===== src/common/xbar_cfg.svh =====
`ifndef XBAR_CFG_SVH
`define XBAR_CFG_SVH

// Crossbar dimensions

// Inputs and outputs
`define XBAR_PORTS      4

// Beat payload
`define XBAR_DATA_W     64
`define XBAR_KEEP_W     8

// Binary select of one of four outputs
`define XBAR_DEST_W     2

// Beats buffered per input
`define XBAR_FIFO_DEPTH 16

`endif


===== src/common/xbar_pkg.sv =====
`include "xbar_cfg.svh"

package xbar_pkg;

    //////////////////////////////////////////////////
    // Stream beat
    //////////////////////////////////////////////////

    // 64 data + 8 keep + 1 last = 73 bits
    typedef struct packed {
        logic [`XBAR_DATA_W-1:0] data;
        logic [`XBAR_KEEP_W-1:0] keep;
        logic                    last;
    } beat_t;

    //////////////////////////////////////////////////
    // Port vectors
    //////////////////////////////////////////////////

    // Requests, grants and pops, bit n is port n
    typedef logic [`XBAR_PORTS-1:0] port_vec_t;

endpackage


===== src/hw/egress/xbar_egress.sv =====
`timescale 1ns/1ps

`include "xbar_cfg.svh"

module xbar_egress (
    input  logic                i_clk,
    input  logic                i_rst,
    input  xbar_pkg::port_vec_t i_req,
    input  xbar_pkg::beat_t     i_heads [`XBAR_PORTS],
    input  xbar_pkg::port_vec_t i_head_valid,
    input  logic                i_ready,
    output logic                o_valid,
    output xbar_pkg::beat_t     o_beat,
    output xbar_pkg::port_vec_t o_pop
);

    logic                r_locked;
    xbar_pkg::port_vec_t r_grant;
    xbar_pkg::port_vec_t w_arb_grant;
    logic                w_lock_now;
    logic                w_xfer;

    //////////////////////////////////////////////////
    // Arbitration and packet lock
    //////////////////////////////////////////////////

    assign w_lock_now = !r_locked && (|i_req);

    xbar_rr_arbiter u_arb (
        .i_clk     (i_clk),
        .i_rst     (i_rst),
        .i_req     (i_req),
        .i_advance (w_lock_now),
        .o_grant   (w_arb_grant)
    );

    // Held until the last beat of the packet leaves
    always_ff @(posedge i_clk or posedge i_rst) begin
        if (i_rst) begin
            r_locked <= 1'b0;
            r_grant  <= '0;
        end else if (w_lock_now) begin
            r_locked <= 1'b1;
            r_grant  <= w_arb_grant;
        end else if (w_xfer && o_beat.last) begin
            r_locked <= 1'b0;
            r_grant  <= '0;
        end
    end

    //////////////////////////////////////////////////
    // Beat select and pop
    //////////////////////////////////////////////////

    always_comb begin
        o_beat = '0;
        for (int n = 0; n < `XBAR_PORTS; n++) begin
            if (r_grant[n]) begin
                o_beat = i_heads[n];
            end
        end
    end

    // Valid tracks whether the locked input has a beat at its head
    assign o_valid = r_locked && (|(r_grant & i_head_valid));
    assign w_xfer  = o_valid && i_ready;
    assign o_pop   = w_xfer ? r_grant : '0;

    // Stalled beat must hold until accepted
    a_stall_stable: assert property (
        @(posedge i_clk) disable iff (i_rst)
        (o_valid && !i_ready) |=> (o_valid && $stable(o_beat))
    );

endmodule


===== src/hw/egress/xbar_rr_arbiter.sv =====
`timescale 1ns/1ps

`include "xbar_cfg.svh"

module xbar_rr_arbiter (
    input  logic                i_clk,
    input  logic                i_rst,
    input  xbar_pkg::port_vec_t i_req,
    input  logic                i_advance,
    output xbar_pkg::port_vec_t o_grant
);

    localparam int PW = $clog2(`XBAR_PORTS);

    logic [PW-1:0] r_ptr;
    logic [PW-1:0] w_win;

    // Search from the pointer upward and wrap
    always_comb begin
        logic [PW-1:0] v_idx;
        logic          v_found;
        o_grant = '0;
        w_win   = r_ptr;
        v_found = 1'b0;
        for (int i = 0; i < `XBAR_PORTS; i++) begin
            v_idx = PW'((int'(r_ptr) + i) % `XBAR_PORTS);
            if (!v_found && i_req[v_idx]) begin
                v_found        = 1'b1;
                o_grant[v_idx] = 1'b1;
                w_win          = v_idx;
            end
        end
    end

    // Winner drops to lowest priority
    always_ff @(posedge i_clk or posedge i_rst) begin
        if (i_rst) begin
            r_ptr <= '0;
        end else if (i_advance) begin
            r_ptr <= PW'((int'(w_win) + 1) % `XBAR_PORTS);
        end
    end

    a_grant_onehot: assert property (
        @(posedge i_clk) disable iff (i_rst)
        $onehot0(o_grant)
    );

endmodule


===== config.mk =====
export PLATFORM = sky130hd
export DESIGN_NAME = xbar_egress
export DESIGN_NICKNAME = d
export VERILOG_FILES = /design/src/common/xbar_pkg.sv /design/src/hw/egress/xbar_egress.sv /design/src/hw/egress/xbar_rr_arbiter.sv
export VERILOG_INCLUDE_DIRS = /design/src /design/src/common
export SDC_FILE = /design/constraint.sdc
export NUM_CORES = 1
export LEC_CHECK = 0
export BUFFER_PORTS_ARGS = -buffer_cell sky130_fd_sc_hd__buf_2
export CORE_AREA = 2 2 149 151
export CTS_CLUSTER_DIAMETER = 80
export DETAILED_ROUTE_END_ITERATION = 8
export DIE_AREA = 0 0 151 153
export HOLD_SLACK_MARGIN = 0.06
export PLACE_DENSITY_LB_ADDON = 0.1
export SYNTH_ARGS = -nofsm -noshare
export SYNTH_HDL_FRONTEND = slang
export SYNTH_SLANG_ARGS = --single-unit

===== constraint.sdc =====
create_clock -name i_clk -period 2.6 [get_ports i_clk]
set_clock_uncertainty 0.15 [all_clocks]
set_input_delay 0.39 -clock i_clk [delete_from_list [all_inputs] [get_ports i_clk]]
set_output_delay 0.39 -clock i_clk [all_outputs]
set_load 0.05 [all_outputs]

## After elaboration in Yosys (flattened, before gate mapping)

Index checks and enable logic that the tools add are counted.
W data, S select, Z words.

| cells by class | value |
|---|---|
| add/subtract/negate cells | 4 |
| order comparisons | 8 |
| mux-type cells | 35 |
| bitwise gates (word level) | 4 |
| reduce and logical (&&, ||, !) cells | 18 |

Operators by type and width:

| operator | number |
|---|---|
| $mux W73 | 4 |
| $mux W4 | 7 |
| $mux W1 | 13 |
| $lt A2 B3 Y1 const B | 4 |
| $or A4 B4 Y4 | 3 |
| $logic_and A1 B1 Y1 | 11 |
| $bmux W1 S2 | 4 |
| $demux W1 S2 | 4 |
| $ge A2 B1 Y1 const B | 4 |
| $reduce_or A4 Y1 | 2 |
| $mux W2 | 3 |
| $add A2 B1 Y2 const B | 2 |
| $add A2 B2 Y2 const B | 2 |
| $and A4 B4 Y4 | 1 |
| $logic_not A1 Y1 | 4 |
| $reduce_bool A2 Y1 | 1 |

| word-level totals | value |
|---|---|
| register bits | 7 |
| input bits | 303 |

## Logic depth before layout (Yosys ltp)

| logic depth | value |
|---|---|
| word-level depth | 13 |
| mapped depth | 11 |
| mapped depth without buffers | 8 |

## By module

From an unflattened synthesis, not the netlist that was laid out.

| unflattened totals | value |
|---|---|
| cells, all modules | 436 |
| area total of the unflattened synthesis | 3975.1 um^2 |

Modules (own cells, without submodules):

| module | times used | cells an instance | area an instance (um^2) | sequential area each (um^2) |
|---|---|---|---|---|
| xbar_egress | 1 | 376 | 3432.0 | 125.1 |
| xbar_rr_arbiter | 1 | 60 | 543.0 | 50.0 |

## Worst setup path before layout

OpenSTA, ideal clock, no wires.

| timing | value |
|---|---|
| kind | flip-flop to output port |
| start point | register r_grant[1] |
| end point | output port o_pop[0] |
| data arrival time | 2478 ps |
| required time | 2060 ps |
| path slack | -418 ps |
| cell stages (with the launch flop) | 5 |
| path buffers | 1 |
| cells stage by stage | dfrtp_1 -> clkbuf_1 -> a22oi_1 -> a21boi_0 -> and3_1 |

| between the ends | value |
|---|---|
| longest elaborated chain between the ends | 5 |

Ends and longest elaborated chain:

| item | line | RTL |
|---|---|---|
| start: declaration | xbar_egress.sv:18 | `xbar_pkg::port_vec_t r_grant;` |
| start signal: assignment | xbar_egress.sv:44 | `r_grant <= w_arb_grant;` |
| $and A4 B4 Y4 | xbar_egress.sv:65 | `assign o_valid = r_locked && (\|(r_grant & i_head_valid));` |
| $reduce_or A4 Y1 | xbar_egress.sv:65 |  |
| $logic_and A1 B1 Y1 | xbar_egress.sv:65 |  |
| net o_valid | xbar_egress.sv:12 | `output logic o_valid,` |
| $logic_and A1 B1 Y1 | xbar_egress.sv:66 | `assign w_xfer = o_valid && i_ready;` |
| $mux W4 | xbar_egress.sv:67 | `assign o_pop = w_xfer ? r_grant : '0;` |
| end: declaration | xbar_egress.sv:14 | `output xbar_pkg::port_vec_t o_pop` |

The timed path passes the listed nets, and every way through them passes these cells.

==> out/results.env <==
RUN_STATUS='completed'
PIN_COUNT_OF_THE_BIGGEST_NET_ENTERING_GLOBAL_ROUTING=78
MIN_PERIOD_NS=2.526
FLOORPLAN.IO_PINS=381
HTREE_LEVELS=1
FINALWIRELENGTH_UM=18760
GRT_USAGE_PCT=15.06
CTS_SINKS=7
CHIPWIDTH_UM=151
CTS.PATH.MAX_BUFFERS=2
N_FILL_CELL=2565
FINAL.PERIOD_UTILIZATION_PCT=97.15
SWITCHING_POWER_uW=5526
PORTBUFFERS=380
WORST_ENDPOINT_REQUIRED_TIME_NS=2.06
DIE_HEIGHT_UM=153
POSTCTSSETUPREPAIRBUFS=0
TOTAL_POWER_uW=7993
STDCELL_COUNT=1137
GLOBAL_ROUTE_WIRE_LENGTH_BEFORE_REPAIR_UM=27360
SEQ_POWER_SHARE_PCT=4.2
DRC=0
CRITICAL_PATH.ENDPOINT_TYPE='output port'
POWER-PER-CELL-AREA_nW_PER_UM2=1533
MAXSLEWVIOLCOUNT=0
BASIC_GATE_SHARE_OF_THE_SYNTHESIZED_AREA_COUNTING_AND_OR_NAND_AND_NOR_CELLS_PCT=24.99
DETAILEDPLACE.WORSTSLACK_NS=0.2087
STD_CELL_ROWS=54
FINAL_COMMON_CELL='buf_2'
POSTSYNTHREGISTERBITS=7
SEQ_AREA_FRAC_SYNTH_PCT=6.138
CLOCKROOTBUFFER='clkbuf_16'
VIAS_IN_THE_FIRST_GLOBAL_ROUTE=4611
FINAL_NETS=1167
GLOBALPLACE.CONGESTION=0.7987
SYNTH-MAIN-FF-CELL='dfrtp_1'
MAX-SLEW-MARGIN-REL_PCT=38.70
XOR_AND_XNOR_AREA_SHARE_AFTER_SYNTHESIS_PCT=0
CRITICAL_PATH_CLASS='reg -> out'
GRT_OVERFLOW=0
CTS_TREE='done'
CTS.CLK_SLEW.WORST_PATHS_NS=0.04
FINAL_CELL_MIX='379 x buf_2, 84 x a21oi_1, 84 x nand2_1'
POWER.SHARE.SWITCHING_PCT=69.14
POWER.COMBINATIONAL.FRACTION_PCT=92.4
SETUP_VIOL=0
INITIAL_CELL_DENSITY_OF_THE_CORE_PCT=13.28
MAX_SLEW.WORST_PIN.SLEW_NS=0.9161
ROUTED_WIRE_LENGTH_PER_INSTANCE_UM=16.50
DRT-PASS1-ITER-COUNT=4
CORE_AREA_UM2=21490
CRITICAL_PATH_ARRIVAL_NS=1.99
FINAL-HOLD-VIOLATION-COUNT=0
YOSYSWARNINGCOUNT=0
WORST-PATH-MAX-FANOUT=44
MULTIINPUTGATEAREA_UM2=2440
VIAS_PER_CELL=4.306
ASYNC_FLOP_SHARE_PCT=100.0
ADDER_AND_MAJORITY_CELL_FRACTION_OF_THE_SYNTHESIZED_AREA_PCT=3.069
SYN-NUM-NETS=819
ROUTED-VIA-COUNT=4896
SYNTH_COMPOUND_AREA_SHARE_PCT=52.65
NUMBER_OF_FLOPS_MAPPED_TO_ENABLE_CELLS_BY_YOSYS=0
CLOCK.FMAX_MHz=395.9
HPWLAFTERDP_UM=15150
NUMBER_OF_ANTENNA_VIOLATIONS_AT_THE_FIRST_CHECK_IN_GLOBAL_ROUTING=3
SETUP_REPAIR_AFTER_GLOBAL_ROUTING_MISSED_ITS_MARGIN='true'
POST_SYNTH_INST_COUNT=509
POWER_REPORT.INTERNAL_TOTAL_uW=2466
POSTROUTEANTENNANETS=0
SYNTH.CELL_AREA_UM2=2854
FLOORPLAN.DIE_AREA_UM2=23100
POWER.STATIC_LEAKAGE_uW=0.002678
PER_INSTANCE_AVERAGE_AREA_AFTER_SYNTHESIS_UM2=5.607
CLOCK_INSERTION_DELAY_WORST_SKEW_NS=0.23
TIMING.HOLD.WORST.CLASS='reg -> reg'
SYNTH.LIB_CELLS_USED.DISTINCT=36
POWER.CLOCK.FRACTION_PCT=3.4
LAYOUT-DRIVE-GT1-SHARE_PCT=48.25
PLACE_INST=1131
WORST_IR_DROP_VDD_V=0.0005312
FIRST_ITER_VIOLATIONS=178
SYNTH_TOP_FAMILY_BY_AREA='compound AO/OA/AOI/OAI gates'
TRITONCTS.NUM_BUFFERS=3
FINAL-SEQ-AREA_UM2=183.9
MULTIPLEXER_SHARE_OF_THE_SYNTHESIZED_AREA_PCT=4.340
AREAGROWTHSYNTHTOFINISH_PCT=82.73
SETUP_WS_NS=0.07410
MAXCAPVIOLATIONS=0
WORST_SETUP_PATH_START_KIND='flop'
==> logic make-up (layout without fill, tap and decap cells) <==
| family | after synthesis | after routing |
|---|---|---|
| muxes | 7 | 7 |
| buffers and inverters | 62 | 409 |
| adders and majority gates | 7 | 7 |
| other | 0 | 1 |
| AOI/OAI and AO/OA | 250 | 250 |
| DFF | 7 | 7 |
| and+or+nand+nor | 176 | 176 |
==> sequential cells by signal, summed over array words and instances, names as in the netlist <==
signal	flops
r_grant	4
u_arb.r_ptr	2
r_locked	1
==> through the flow <==
| step | util, % | setup TNS (ns) | hold WS [ns] | area (um^2) |
|---|---|---|---|---|
| after floorplan | - | 0 | 0.04340 | 2859 |
| after global routing | 24.27 | -0.01303 | 0.4461 | 5215 |
| after CTS | 24.23 | 0 | 0.4134 | 5206 |
| final | 24.27 | 0 | 0.4088 | 5215 |
| after detailed placement | 23.82 | 0 | 0.2160 | 5117 |
| after global placement | 23.82 | 0 | 0.2064 | 5117 |
==> synthesized netlist by cell type, types with 3 or more instances <==
master	n	area, um^2
a21oi_1	84	420.4
a221oi_1	5	43.79
a22oi_1	73	548.0
a31oi_1	3	18.77
and3_1	4	25.02
buf_1	5	18.77
buf_2	3	15.01
clkbuf_1	45	168.9
dfrtp_1	7	175.2
ha_1	7	87.58
inv_1	7	26.28
mux2i_1	3	30.03
mux4_2	3	67.56
nand2_1	84	315.3
nor2_1	76	285.3
nor2b_1	3	18.77
o21ai_0	75	375.4
==> metal layers <==
| metal | up-vias | wire length [um] | GRT usage (%) |
|---|---|---|---|
| met3 | 12 | 1416 | 2.985 |
| met2 | 177 | 9819 | 28.42 |
| met1 | 2155 | 7360 | 18.01 |
| met5 | - | 32 | 0 |
| li1 | 2548 | - | - |
| met4 | 4 | 129 | 1.424 |
==> final timing paths <==
kind	from	to	slack, ns	cells past startpoint
max	r_grant[1]	o_beat[50]	0.07	7
min	r_locked	r_locked	0.41	1
max reg2reg	u_arb.r_ptr[1]	u_arb.r_ptr[1]	0.20	7
min reg2reg	r_locked	r_locked	0.41	1
max in group asynchronous	i_rst	r_grant[2]	1.51	3
min in group asynchronous	i_rst	u_arb.r_ptr[0]	0.52	3
==> repair_timing <==
item,CTS,global route
hold buffers,1,0
hold endpoints to repair,7,0
resized for setup,0,2
endpoints found under the setup margin,0,2
==> power by group through the flow <==
| stage | Sequential [uW] | Clock [uW] | Combinational [uW] |
|---|---|---|---|
| after floorplan | 218 | 0 | 5490 |
| after global placement | 336 | 0 | 7530 |
| after detailed placement | 342 | 0 | 7440 |
| after CTS | 340 | 275 | 7460 |
| after global routing | 357 | 281 | 8000 |
| final | 334 | 271 | 7390 |
==> layout make-up <==
| type | instances | share of cell area [%] |
|---|---|---|
| diodes | 1 | 0.04798 |
| clock buffers | 4 | 1.512 |
| inverters | 7 | 0.5038 |
| multi-input cells | 440 | 46.79 |
| flip-flops and latches | 7 | 3.527 |
| well taps | 280 | 6.718 |
| repair buffers | 398 | 40.91 |
==> critical path: stages, from the launching register on <==
cell and delay, ns:
dfrtp_2 0.43, nor2b_4 0.16, buf_12 0.24, a22oi_1 0.16, nor2_1 0.14, a21oi_1 0.05, o21ai_1 0.24, clkbuf_4 0.29
Note: power is estimated with default switching activity, not from simulation.
