File: config.mk
export PLATFORM = sky130hd
export DESIGN_NAME = xbar_ingress
export DESIGN_NICKNAME = d
export VERILOG_FILES = /design/src/common/xbar_pkg.sv /design/src/hw/ingress/xbar_ingress.sv
export VERILOG_INCLUDE_DIRS = /design/src /design/src/common
export SDC_FILE = /design/constraint.sdc
export NUM_CORES = 1
export LEC_CHECK = 0
export ABC_AREA = 1
export BUFFER_PORTS_ARGS = -buffer_cell sky130_fd_sc_hd__buf_2
export CAP_MARGIN = 20
export CORE_ASPECT_RATIO = 0.5
export CORE_MARGIN = 2
export CORE_UTILIZATION = 37
export DETAILED_ROUTE_END_ITERATION = 16
export MAX_ROUTING_LAYER = met4
export PLACE_DENSITY_LB_ADDON = 0.1
export SYNTH_ARGS = -nofsm -noshare
export SYNTH_HDL_FRONTEND = slang
export SYNTH_SLANG_ARGS = --single-unit
File: constraint.sdc
create_clock -name i_clk -period 19.9 [get_ports i_clk]
set_input_delay 3.98 -clock i_clk [delete_from_list [all_inputs] [get_ports i_clk]]
set_output_delay 3.98 -clock i_clk [all_outputs]
set_load 0.02 [all_outputs]
File: src/common/xbar_cfg.svh
`ifndef XBAR_CFG_SVH
`define XBAR_CFG_SVH

// Crossbar dimensions

// Inputs and outputs
`define XBAR_PORTS      4

// Beat payload
`define XBAR_DATA_W     64
`define XBAR_KEEP_W     8

// Binary select of one of four outputs
`define XBAR_DEST_W     2

// Beats buffered per input
`define XBAR_FIFO_DEPTH 16

`endif

File: src/common/xbar_pkg.sv
`include "xbar_cfg.svh"

package xbar_pkg;

    //////////////////////////////////////////////////
    // Stream beat
    //////////////////////////////////////////////////

    // 64 data + 8 keep + 1 last = 73 bits
    typedef struct packed {
        logic [`XBAR_DATA_W-1:0] data;
        logic [`XBAR_KEEP_W-1:0] keep;
        logic                    last;
    } beat_t;

    //////////////////////////////////////////////////
    // Port vectors
    //////////////////////////////////////////////////

    // Requests, grants and pops, bit n is port n
    typedef logic [`XBAR_PORTS-1:0] port_vec_t;

endpackage

File: src/hw/ingress/xbar_ingress.sv
`timescale 1ns/1ps

`include "xbar_cfg.svh"

module xbar_ingress (
    input  logic                    i_clk,
    input  logic                    i_rst,
    input  logic                    i_valid,
    input  xbar_pkg::beat_t         i_beat,
    input  logic [`XBAR_DEST_W-1:0] i_dest,
    input  logic                    i_pop,
    output xbar_pkg::beat_t         o_head,
    output xbar_pkg::port_vec_t     o_req,
    output logic                    o_head_valid
);

    localparam int AW = $clog2(`XBAR_FIFO_DEPTH);

    xbar_pkg::beat_t         r_mem      [`XBAR_FIFO_DEPTH];
    logic [`XBAR_DEST_W-1:0] r_dest_mem [`XBAR_FIFO_DEPTH];

    // Extra top bit tells full from empty
    logic [AW:0] r_wr_ptr;
    logic [AW:0] r_rd_ptr;

    logic                    r_in_pkt;
    logic [`XBAR_DEST_W-1:0] r_pkt_dest;
    logic [`XBAR_DEST_W-1:0] w_wr_dest;
    logic [`XBAR_DEST_W-1:0] w_head_dest;
    logic                    w_empty;
    logic                    w_full;

    assign w_empty = (r_wr_ptr == r_rd_ptr);
    assign w_full  = (r_wr_ptr[AW-1:0] == r_rd_ptr[AW-1:0]) &&
                     (r_wr_ptr[AW] != r_rd_ptr[AW]);

    //////////////////////////////////////////////////
    // Packet destination tracking
    //////////////////////////////////////////////////

    // Only the first beat carries a valid destination
    assign w_wr_dest = r_in_pkt ? r_pkt_dest : i_dest;

    always_ff @(posedge i_clk or posedge i_rst) begin
        if (i_rst) begin
            r_in_pkt   <= 1'b0;
            r_pkt_dest <= '0;
        end else if (i_valid) begin
            r_in_pkt <= !i_beat.last;
            if (!r_in_pkt) begin
                r_pkt_dest <= i_dest;
            end
        end
    end

    //////////////////////////////////////////////////
    // Beat FIFO
    //////////////////////////////////////////////////

    always_ff @(posedge i_clk) begin
        if (i_valid) begin
            r_mem[r_wr_ptr[AW-1:0]]      <= i_beat;
            r_dest_mem[r_wr_ptr[AW-1:0]] <= w_wr_dest;
        end
    end

    always_ff @(posedge i_clk or posedge i_rst) begin
        if (i_rst) begin
            r_wr_ptr <= '0;
            r_rd_ptr <= '0;
        end else begin
            if (i_valid) begin
                r_wr_ptr <= r_wr_ptr + 1'b1;
            end
            if (i_pop) begin
                r_rd_ptr <= r_rd_ptr + 1'b1;
            end
        end
    end

    // Head is presented straight from storage
    assign w_head_dest  = r_dest_mem[r_rd_ptr[AW-1:0]];
    assign o_head       = r_mem[r_rd_ptr[AW-1:0]];
    assign o_head_valid = !w_empty;

    // One-hot request toward the head beat's output
    assign o_req = w_empty ? '0 : (xbar_pkg::port_vec_t'(1) << w_head_dest);

    // Source has no back-pressure, so it must never overrun the FIFO
    a_no_overflow: assert property (
        @(posedge i_clk) disable iff (i_rst)
        !(i_valid && w_full)
    );

    // Egress pops only a head it has seen as present
    a_no_underflow: assert property (
        @(posedge i_clk) disable iff (i_rst)
        !(i_pop && w_empty)
    );

endmodule

# After elaboration in Yosys (flattened, before gate mapping)

Memories as Yosys holds them, arrays and structs flattened.
Cells that the tools add are included.
W data, S select, Z words.

Add/subtract/negate cells: 2
Equality and inequality tests: 1
Shifts and indexed selects: 1
Magnitude comparators: 0
Div/mod/pow operators: 0
Multiplexer cells: 4
Bitwise gates (word level): 0
Reductions and logical operators: 2
Multipliers: 0

Operator list:

| operator              | count |
|---|---|
| $add A5 B1 Y5 const B | 2 |
| $eq A5 B5 Y1          | 1 |
| $mux W4               | 1 |
| $shl A1 B2 Y4 const A | 1 |
| $logic_not A1 Y1      | 2 |
| $mux W1               | 2 |
| $mux W2               | 1 |

Input port bits: 79
Bits in read-only memories: 0
Memories kept: 2
Latch bits: 0
Bits in writable memories: 1,200
Output and inout bits: 78
Register bits after elaboration: 13
Logic and storage cells: 16

Memory list:

| name       | depth | bits a word | read ports | clocked after memory_dff | write ports | line               | text |
|---|---|---|---|---|---|---|---|
| r_mem      | 16    | 73          | 1          | 0                        | 1           | xbar_ingress.sv:19 | `` xbar_pkg::beat_t r_mem [`XBAR_FIFO_DEPTH]; `` |
| r_dest_mem | 16    | 2           | 1          | 0                        | 1           | xbar_ingress.sv:20 | `` logic [`XBAR_DEST_W-1:0] r_dest_mem [`XBAR_FIFO_DEPTH]; `` |

# Depth between registers and ports, before layout

Gate-level depths: netlist of run 1.
An unclocked memory read counts as a cell.

Depth after elaboration: 3
Depth in mapped cells: 12
Gate-level depth less buffers: 10

# Worst setup path before layout of run 1

Ideal clock, no wire load.

Kind: input-to-reg
Start point: in i_valid
End point: mem r_dest_mem[7][0] (netlist name) (enable)
Library setup time: 0.601 ns
Stages on the path: 2
Arrival: 9.182 ns
Setup slack: 10.118 ns
Data required time: 19.299 ns
Cell sequence: nand2_1 -> nor3_1

Cells in the longest elaborated chain, start to end: 2

RTL lines:

| item                          | line               | text |
|---|---|---|
| start: declaration            | xbar_ingress.sv:8  | `input logic i_valid,` |
| $mux W1                       | xbar_ingress.sv:61 | `if (i_valid) begin` |
| $mux W1 (implied by the code) | xbar_ingress.sv:63 | `r_dest_mem[r_wr_ptr[AW-1:0]] <= w_wr_dest;` |
| end: declaration              | xbar_ingress.sv:20 |  |

Every way passes these cells.

==> results of run 1 <==
[worst max-delay path by stage]
stage               slack (ns)               end  cells past startpoint
global route              9.35        o_head[20]                      9
finish                    9.75        o_head[23]                      9
detailed placement       10.61        o_head[10]                      9
global placement         10.63        o_head[11]                      9
floorplan                10.12  r_dest_mem[7][0]                      2
CTS                       9.80        o_head[10]                      9
[cells by family after synthesis]
kind of cell               count (synthesis)
buffers and inverters                    277
xor gates and xnor gates                  11
and+or+nand+nor                         1136
AOI/OAI and AO/OA                        889
DFF                                     1213
adders and majority gates                  5
[cells in the final DEF (no fill, tap or decap)]
| cell type | instances |
|---|---|
| nand4_1 | 2 |
| dfrtp_1 | 10 |
| nand3_1 | 164 |
| clkinvlp_4 | 2 |
| buf_12 | 1 |
| o22ai_1 | 146 |
| nor2_1 | 749 |
| clkinv_8 | 1 |
| buf_4 | 56 |
| xor2_1 | 10 |
| bufinv_16 | 7 |
| clkbuf_1 | 35 |
| clkinv_1 | 22 |
| buf_2 | 156 |
| a21oi_1 | 5 |
| o21ai_0 | 515 |
| inv_8 | 1 |
| inv_4 | 3 |
| inv_6 | 2 |
| nand2_1 | 204 |
| inv_1 | 29 |
| clkbuf_16 | 116 |
| nor2_4 | 16 |
| o21ai_1 | 77 |
| clkinv_2 | 24 |
| dfrtp_4 | 3 |
| edfxtp_1 | 1200 |
| clkbuf_8 | 2 |
| diode_2 | 2 |
| nor3_2 | 1 |
| ha_1 | 5 |
| xnor2_1 | 1 |
| o211ai_1 | 146 |
[metrics by stage]
step           area (µm²)  utilization [%]  worst slack, ns  hold slack [ns]
2_1_floorplan       47360                -            10.12           0.4617
3_3_place_gp        49610            39.21            10.63           0.4778
3_5_place_dp        49610            39.21            10.61           0.4822
4_1_cts             53120            41.99            9.801           0.4928
5_1_grt             53130            42.00            9.347           0.5005
6_report            53130            42.00            9.753           0.4934
[sequential cells by signal, indices dropped and copies added, names as in the netlist]
signal      cells
r_dest_mem     32
r_in_pkt        1
r_mem        1168
r_pkt_dest      2
r_rd_ptr        5
r_wr_ptr        5
[report_power, final]
part	total (µW)	leakage [µW]	internal, µW	switching [µW]
Combinational	2720	0.00436	724	1990
Clock	2120	0.00172	1160	951
Sequential	3210	0.0110	3080	126
[area by class of cell]
class	instances	area [µm²]	area share (%)
sequential	1213	36370	68.45
multi-input combinational	2041	9757	18.36
clock buffer	153	3062	5.762
tap	1692	2117	3.984
timing repair buffer	213	1221	2.298
clock inverter	57	452.9	0.8524
inverter	34	147.6	0.2779
antenna	2	5.005	0.009419
[layer usage]
layer	GRT usage (%)	vias to the layer above	part of all wire, %
li1	-	13210	-
met1	28.56	14680	48
met2	31.36	603	47
met3	2.674	152	4.2
met4	4.138	0	1.6
met5	-	-	0
==> run metrics, run 1 <==
outcome completed; XOR/XNOR Fraction of Synth Area less than 1%; hold-fix buffers at CTS 0; Arr. time, crit path roughly 6.2 ns; layout cells sized above 1 a little over a tenth; top cells by area, synth edfxtp_1 (76%), nor2_1 (6.1%), o21ai_0 (5.4%); yosys warns 0; Top delay family on crit path buffers and inverters; root buf cell clkbuf_16; global-route wire length before repair 190600 µm; Max FO, Critical Path approximately 180; nets@finish 3700; initial antenna violation count 4; Final Setup Violations 0; worst reg2reg setup slack roughly 16 ns; Post-Synth Simple-Gate Area around a tenth; Final Non-Filler Cells around 5400; Core ar. roughly 130000 µm²; top cells by count, synth edfxtp_1 (1200), nor2_1 (765), o21ai_0 (515), nand2_1 (204), nand3_1 (164); HP Start r_rd_ptr[4]; Cell Area, Synth between 40000 and 50000 µm²; 1st-pass router iterations 5; Max IR drop VDD 0.09837 mV; worst path required time ~16 ns; gpl congestion approximately 0.74; Crit. End Element output port; share of synthesized registers carrying an async set or reset 1.072%; largest net degree at the start of global routing 227; DRC Markers 0; 1st-iter DRT viols approximately 2700; Synth Area in Compound Gates a little over a tenth; Post-Synth Adder-Cell Area less than 1%; Cells after Synth about 3500; Placed Cells incl. Taps approximately 5200; main combinational cell family by area after synthesis compound AO/OA/AOI/OAI gates; Period minus WS final a little over 10 ns; final hold violations 0; worst min path class flip-flop to flip-flop; Tot Pwr a little over 8000 µW; Distinct cells, synth 24; worst r2r src r_rd_ptr[1]; die area between 100000 and 150000 µm²; Least-Margin Pin Slew 1.323 ns; Hold Crit Depth 1; clk sink count ~1200; top-count cell post-synth edfxtp_1; clk buf depth 3; depth of the most critical reg-to-reg path 6; ys flop type edfxtp_1; Tcrit/Tclk final approximately half; htree depth 3; Power Dens Cells ~150 nW/µm²; Crit. Startpoint r_rd_ptr[0]; final setup TNS 0 ns; unrepaired setup endpoints after global routing false; Layout area overhead 12.20%; average vias per placed instance between 5 and 6; num ports roughly 160; Worst slew margin between 10% and 20%; DPL Wire Length 59910 µm; Setup crit start kind flip-flop; WL per Instance roughly 24 µm; Die X between 500 and 600 µm; Worst-Skew Late Latency between 0.7 and 0.8 ns; Tot GR Track Use between 20% and 30%; critical path type flip-flop to output port; Initial Util between 30% and 40%; Hold Path End r_rd_ptr[4]; maxcap violations 0; antenna viol nets, final 0; Post-synth EDFFs 1200; CTS buffer count between 100 and 150; Std-Cell Rows 92; crit-path cells inv_8, buf_4, buf_4, buf_4, o21ai_0, o211ai_1, nand3_1, nand3_1, buf_2; post-synth top area cell edfxtp_1; GRT overflow 0; Post-Route Skew between 0.02 and 0.025 ns; vias in the first global route 28130; r2r endpoint r_rd_ptr[4]; Yosys reg bits 1213; fin. max-slew vios 0; number of fill cells roughly 12000; worst path bufs/invs 5; Resize count post-CTS 0; buffer count from post-CTS setup fixing 0; CTS tree built; CP max stage cell buf_4; synthesized net count 3615; Die Ht between 200 and 300 µm; synthesized area per cell 13.41 µm²; via count 28640; Routed WL around 130000 µm; Fmax between 90 and 100 MHz; Clk pin slew, worst setup/hold paths 0.06 ns; port bufs ~160; mux cell area share after synthesis 0%; register area share after synthesis about 77%; Static Leakage around 0.017 µW; Max stage delay on crit path between 0.8 and 0.9 ns; top-area cell type share of the netlist area between 70% and 80%; critical path's most frequent cell buf_4
Power figures use the tool's default switching activity.
==> run 2, diff against run 1 <==
==> constraint.sdc (replaced) <==
create_clock -name i_clk -period 9.5 [get_ports i_clk]
set_input_delay 1.9 -clock i_clk [delete_from_list [all_inputs] [get_ports i_clk]]
set_output_delay 1.9 -clock i_clk [all_outputs]
set_load 0.02 [all_outputs]
==> run 2 against run 1 <==
Register-to-register slack lost 11 ns. Cell count shrank 0.13%. Highest routed layer unchanged. Global-route usage shrank 0.39 points. Critical endpoint is now o_req[2]. Worst hold slack lost 0.0023 ns. Largest power group unchanged. Largest cell class unchanged. First-iteration DRC count grew 1.8%. Total power grew 110%. Non-clock buffer count shrank 4. Final area grew 0.38%. Sequential cell count is the same.
==> run metrics, run 2 (same netlist as run 1, synthesis figures left out) <==
outcome completed; Std-Cell Rows 92 (unchanged); Max stage delay on crit path 0.99 ns (+0.11 ns); global-route wire length before repair 188300 µm (-1.2%); Tcrit/Tclk final 69.63%; layout cells sized above 1 10.58% (+0.044 points); Final Setup Violations 0 (unchanged); maxcap violations 0 (unchanged); vias in the first global route 28210 (+0.28%); worst min path class flip-flop to flip-flop; crit-path cells buf_12, buf_12, xor2_1, a21oi_1, nand3_1, nand3_1, nor2_1, buf_2; average vias per placed instance 5.322 (+0.43%); final hold violations 0 (unchanged); critical path type flip-flop to output port; Routed WL 127100 µm (-1.9%); DRC Markers 0 (unchanged); clk buf depth 3 (unchanged); Clk pin slew, worst setup/hold paths 0.07 ns (about the same); final core utilization 42.16% (+0.16 points); Die X 510.0 µm (unchanged); Max FO, Critical Path 223 (+27%); 1st-pass router iterations 5 (unchanged); Worst-Skew Late Latency 0.73 ns (about the same); Post-Route Skew 0.02738 ns (+0.003407 ns); WL per Instance 23.54 µm (-1.8%); Placement Setup Slack 3.691 ns (-6.915 ns); GRT overflow 0 (unchanged); Power Dens Cells 318.1 nW/µm² (+110%); Max IR drop VDD 0.2623 mV (+170%); largest net degree at the start of global routing 224 (-1.3%); fin worst setup slack 2.885 ns (-6.868 ns); worst path bufs/invs 3 (-2); Initial Util 37.44% (unchanged); Final Instance Area 53340 µm² (+0.38%); worst path required time 7.60 ns (-8.32 ns); Period minus WS final about 6.6 ns; Tot GR Track Use 19.81% (-0.39 points); 1st-iter DRT viols 2722 (+1.8%); fin. max-slew vios 0 (unchanged); hold-fix buffers at CTS 0 (unchanged); antenna viol nets, final 0 (unchanged); Placed Cells incl. Taps 5188 (-0.077%); Worst slew margin 21.93% (+10 points); htree depth 3 (unchanged); port bufs 156 (unchanged); gpl congestion 0.7308 (-1.3%); Arr. time, crit path 4.72 ns (-1.45 ns); die area 131000 µm² (unchanged); root buf cell clkbuf_16; clk sink count 1213 (unchanged); CTS tree built; Static Leakage 0.01715 µW (+0.38%); commonest non-fill, non-tap cell in the layout edfxtp_1; unrepaired setup endpoints after global routing false; nets@finish 3695 (-0.14%); buffer count from post-CTS setup fixing 0 (unchanged); final setup TNS 0 ns (unchanged); Setup crit start kind flip-flop; via count 28730 (+0.30%); Fmax 151.2 MHz; initial antenna violation count 8 (+4); Final Non-Filler Cells 5398 (-0.13%); commonest non-fill, non-tap cells in the layout edfxtp_1 (1200), nor2_1 (749), o21ai_0 (515); max reg flops 1168 (unchanged); Core ar. 126500 µm² (unchanged); Top delay family on crit path buffers and inverters; DPL Wire Length 58150 µm (-2.9%); Resize count post-CTS 0 (unchanged); CTS buffer count 112 (-0.88%); dpl cell area 49680 µm² (+0.14%); num ports 157 (unchanged); Layout area overhead 12.62%; Die Ht 257.0 µm (unchanged); Crit. End Element output port; CP max stage cell dfrtp_4; Least-Margin Pin Slew 1.171 ns (-0.1518 ns)
run 2: final cells by class:
| cell class | instances | area, µm² |
|---|---|---|
| diodes | 1 | 2.502 |
| clock buffers | 136 | 2914 |
| clock inverters | 72 | 715.7 |
| fillers | 11610 | 73170 |
| inverters | 34 | 147.6 |
| multi-input cells | 2041 | 9757 |
| flip-flops and latches | 1213 | 36370 |
| well taps | 1692 | 2117 |
| repair buffers | 209 | 1311 |
run 2: worst paths after layout:
| check | startpoint | end | slack (ns) | depth (start not counted) |
|---|---|---|---|---|
| max in group asynchronous | i_rst | r_rd_ptr[1] | 7.88 | 2 |
| min in group asynchronous | i_rst | r_rd_ptr[2] | 1.23 | 2 |
| worst max-delay path | r_rd_ptr[0] | o_req[2] | 2.88 | 8 |
| worst min-delay path | r_wr_ptr[4] | r_wr_ptr[4] | 0.49 | 1 |
| worst min register to register | r_wr_ptr[4] | r_wr_ptr[4] | 0.49 | 1 |
| worst max register to register | r_wr_ptr[0] | r_mem[10][23] | 5.93 | 6 |
run 2: layer usage:
metal / global-route usage, % / vias up / wire [µm]
li1: - / 13220 / -
met1: 28.13 / 14750 / 60930
met2: 30.79 / 607 / 59100
met3: 2.536 / 153 / 5020
met4: 3.825 / 0 / 2044
met5: - / - / 0
run 2: through the flow:
| step | hold WS [ns] | power (µW) |
|---|---|---|
| floorplan | 0.4617 | 10620 |
| global placement | 0.4771 | 12620 |
| detailed placement | 0.4826 | 12640 |
| CTS | 0.4957 | 17200 |
| global route | 0.5099 | 17940 |
| finish | 0.4911 | 16970 |
run 2: report_power, final:
group	switching, µW	leakage (µW)	internal, µW
Sequential	214	0.0110	6450
Clock	2020	0.00177	2530
Combinational	4200	0.00438	1540
Total	6430	0.0171	10500
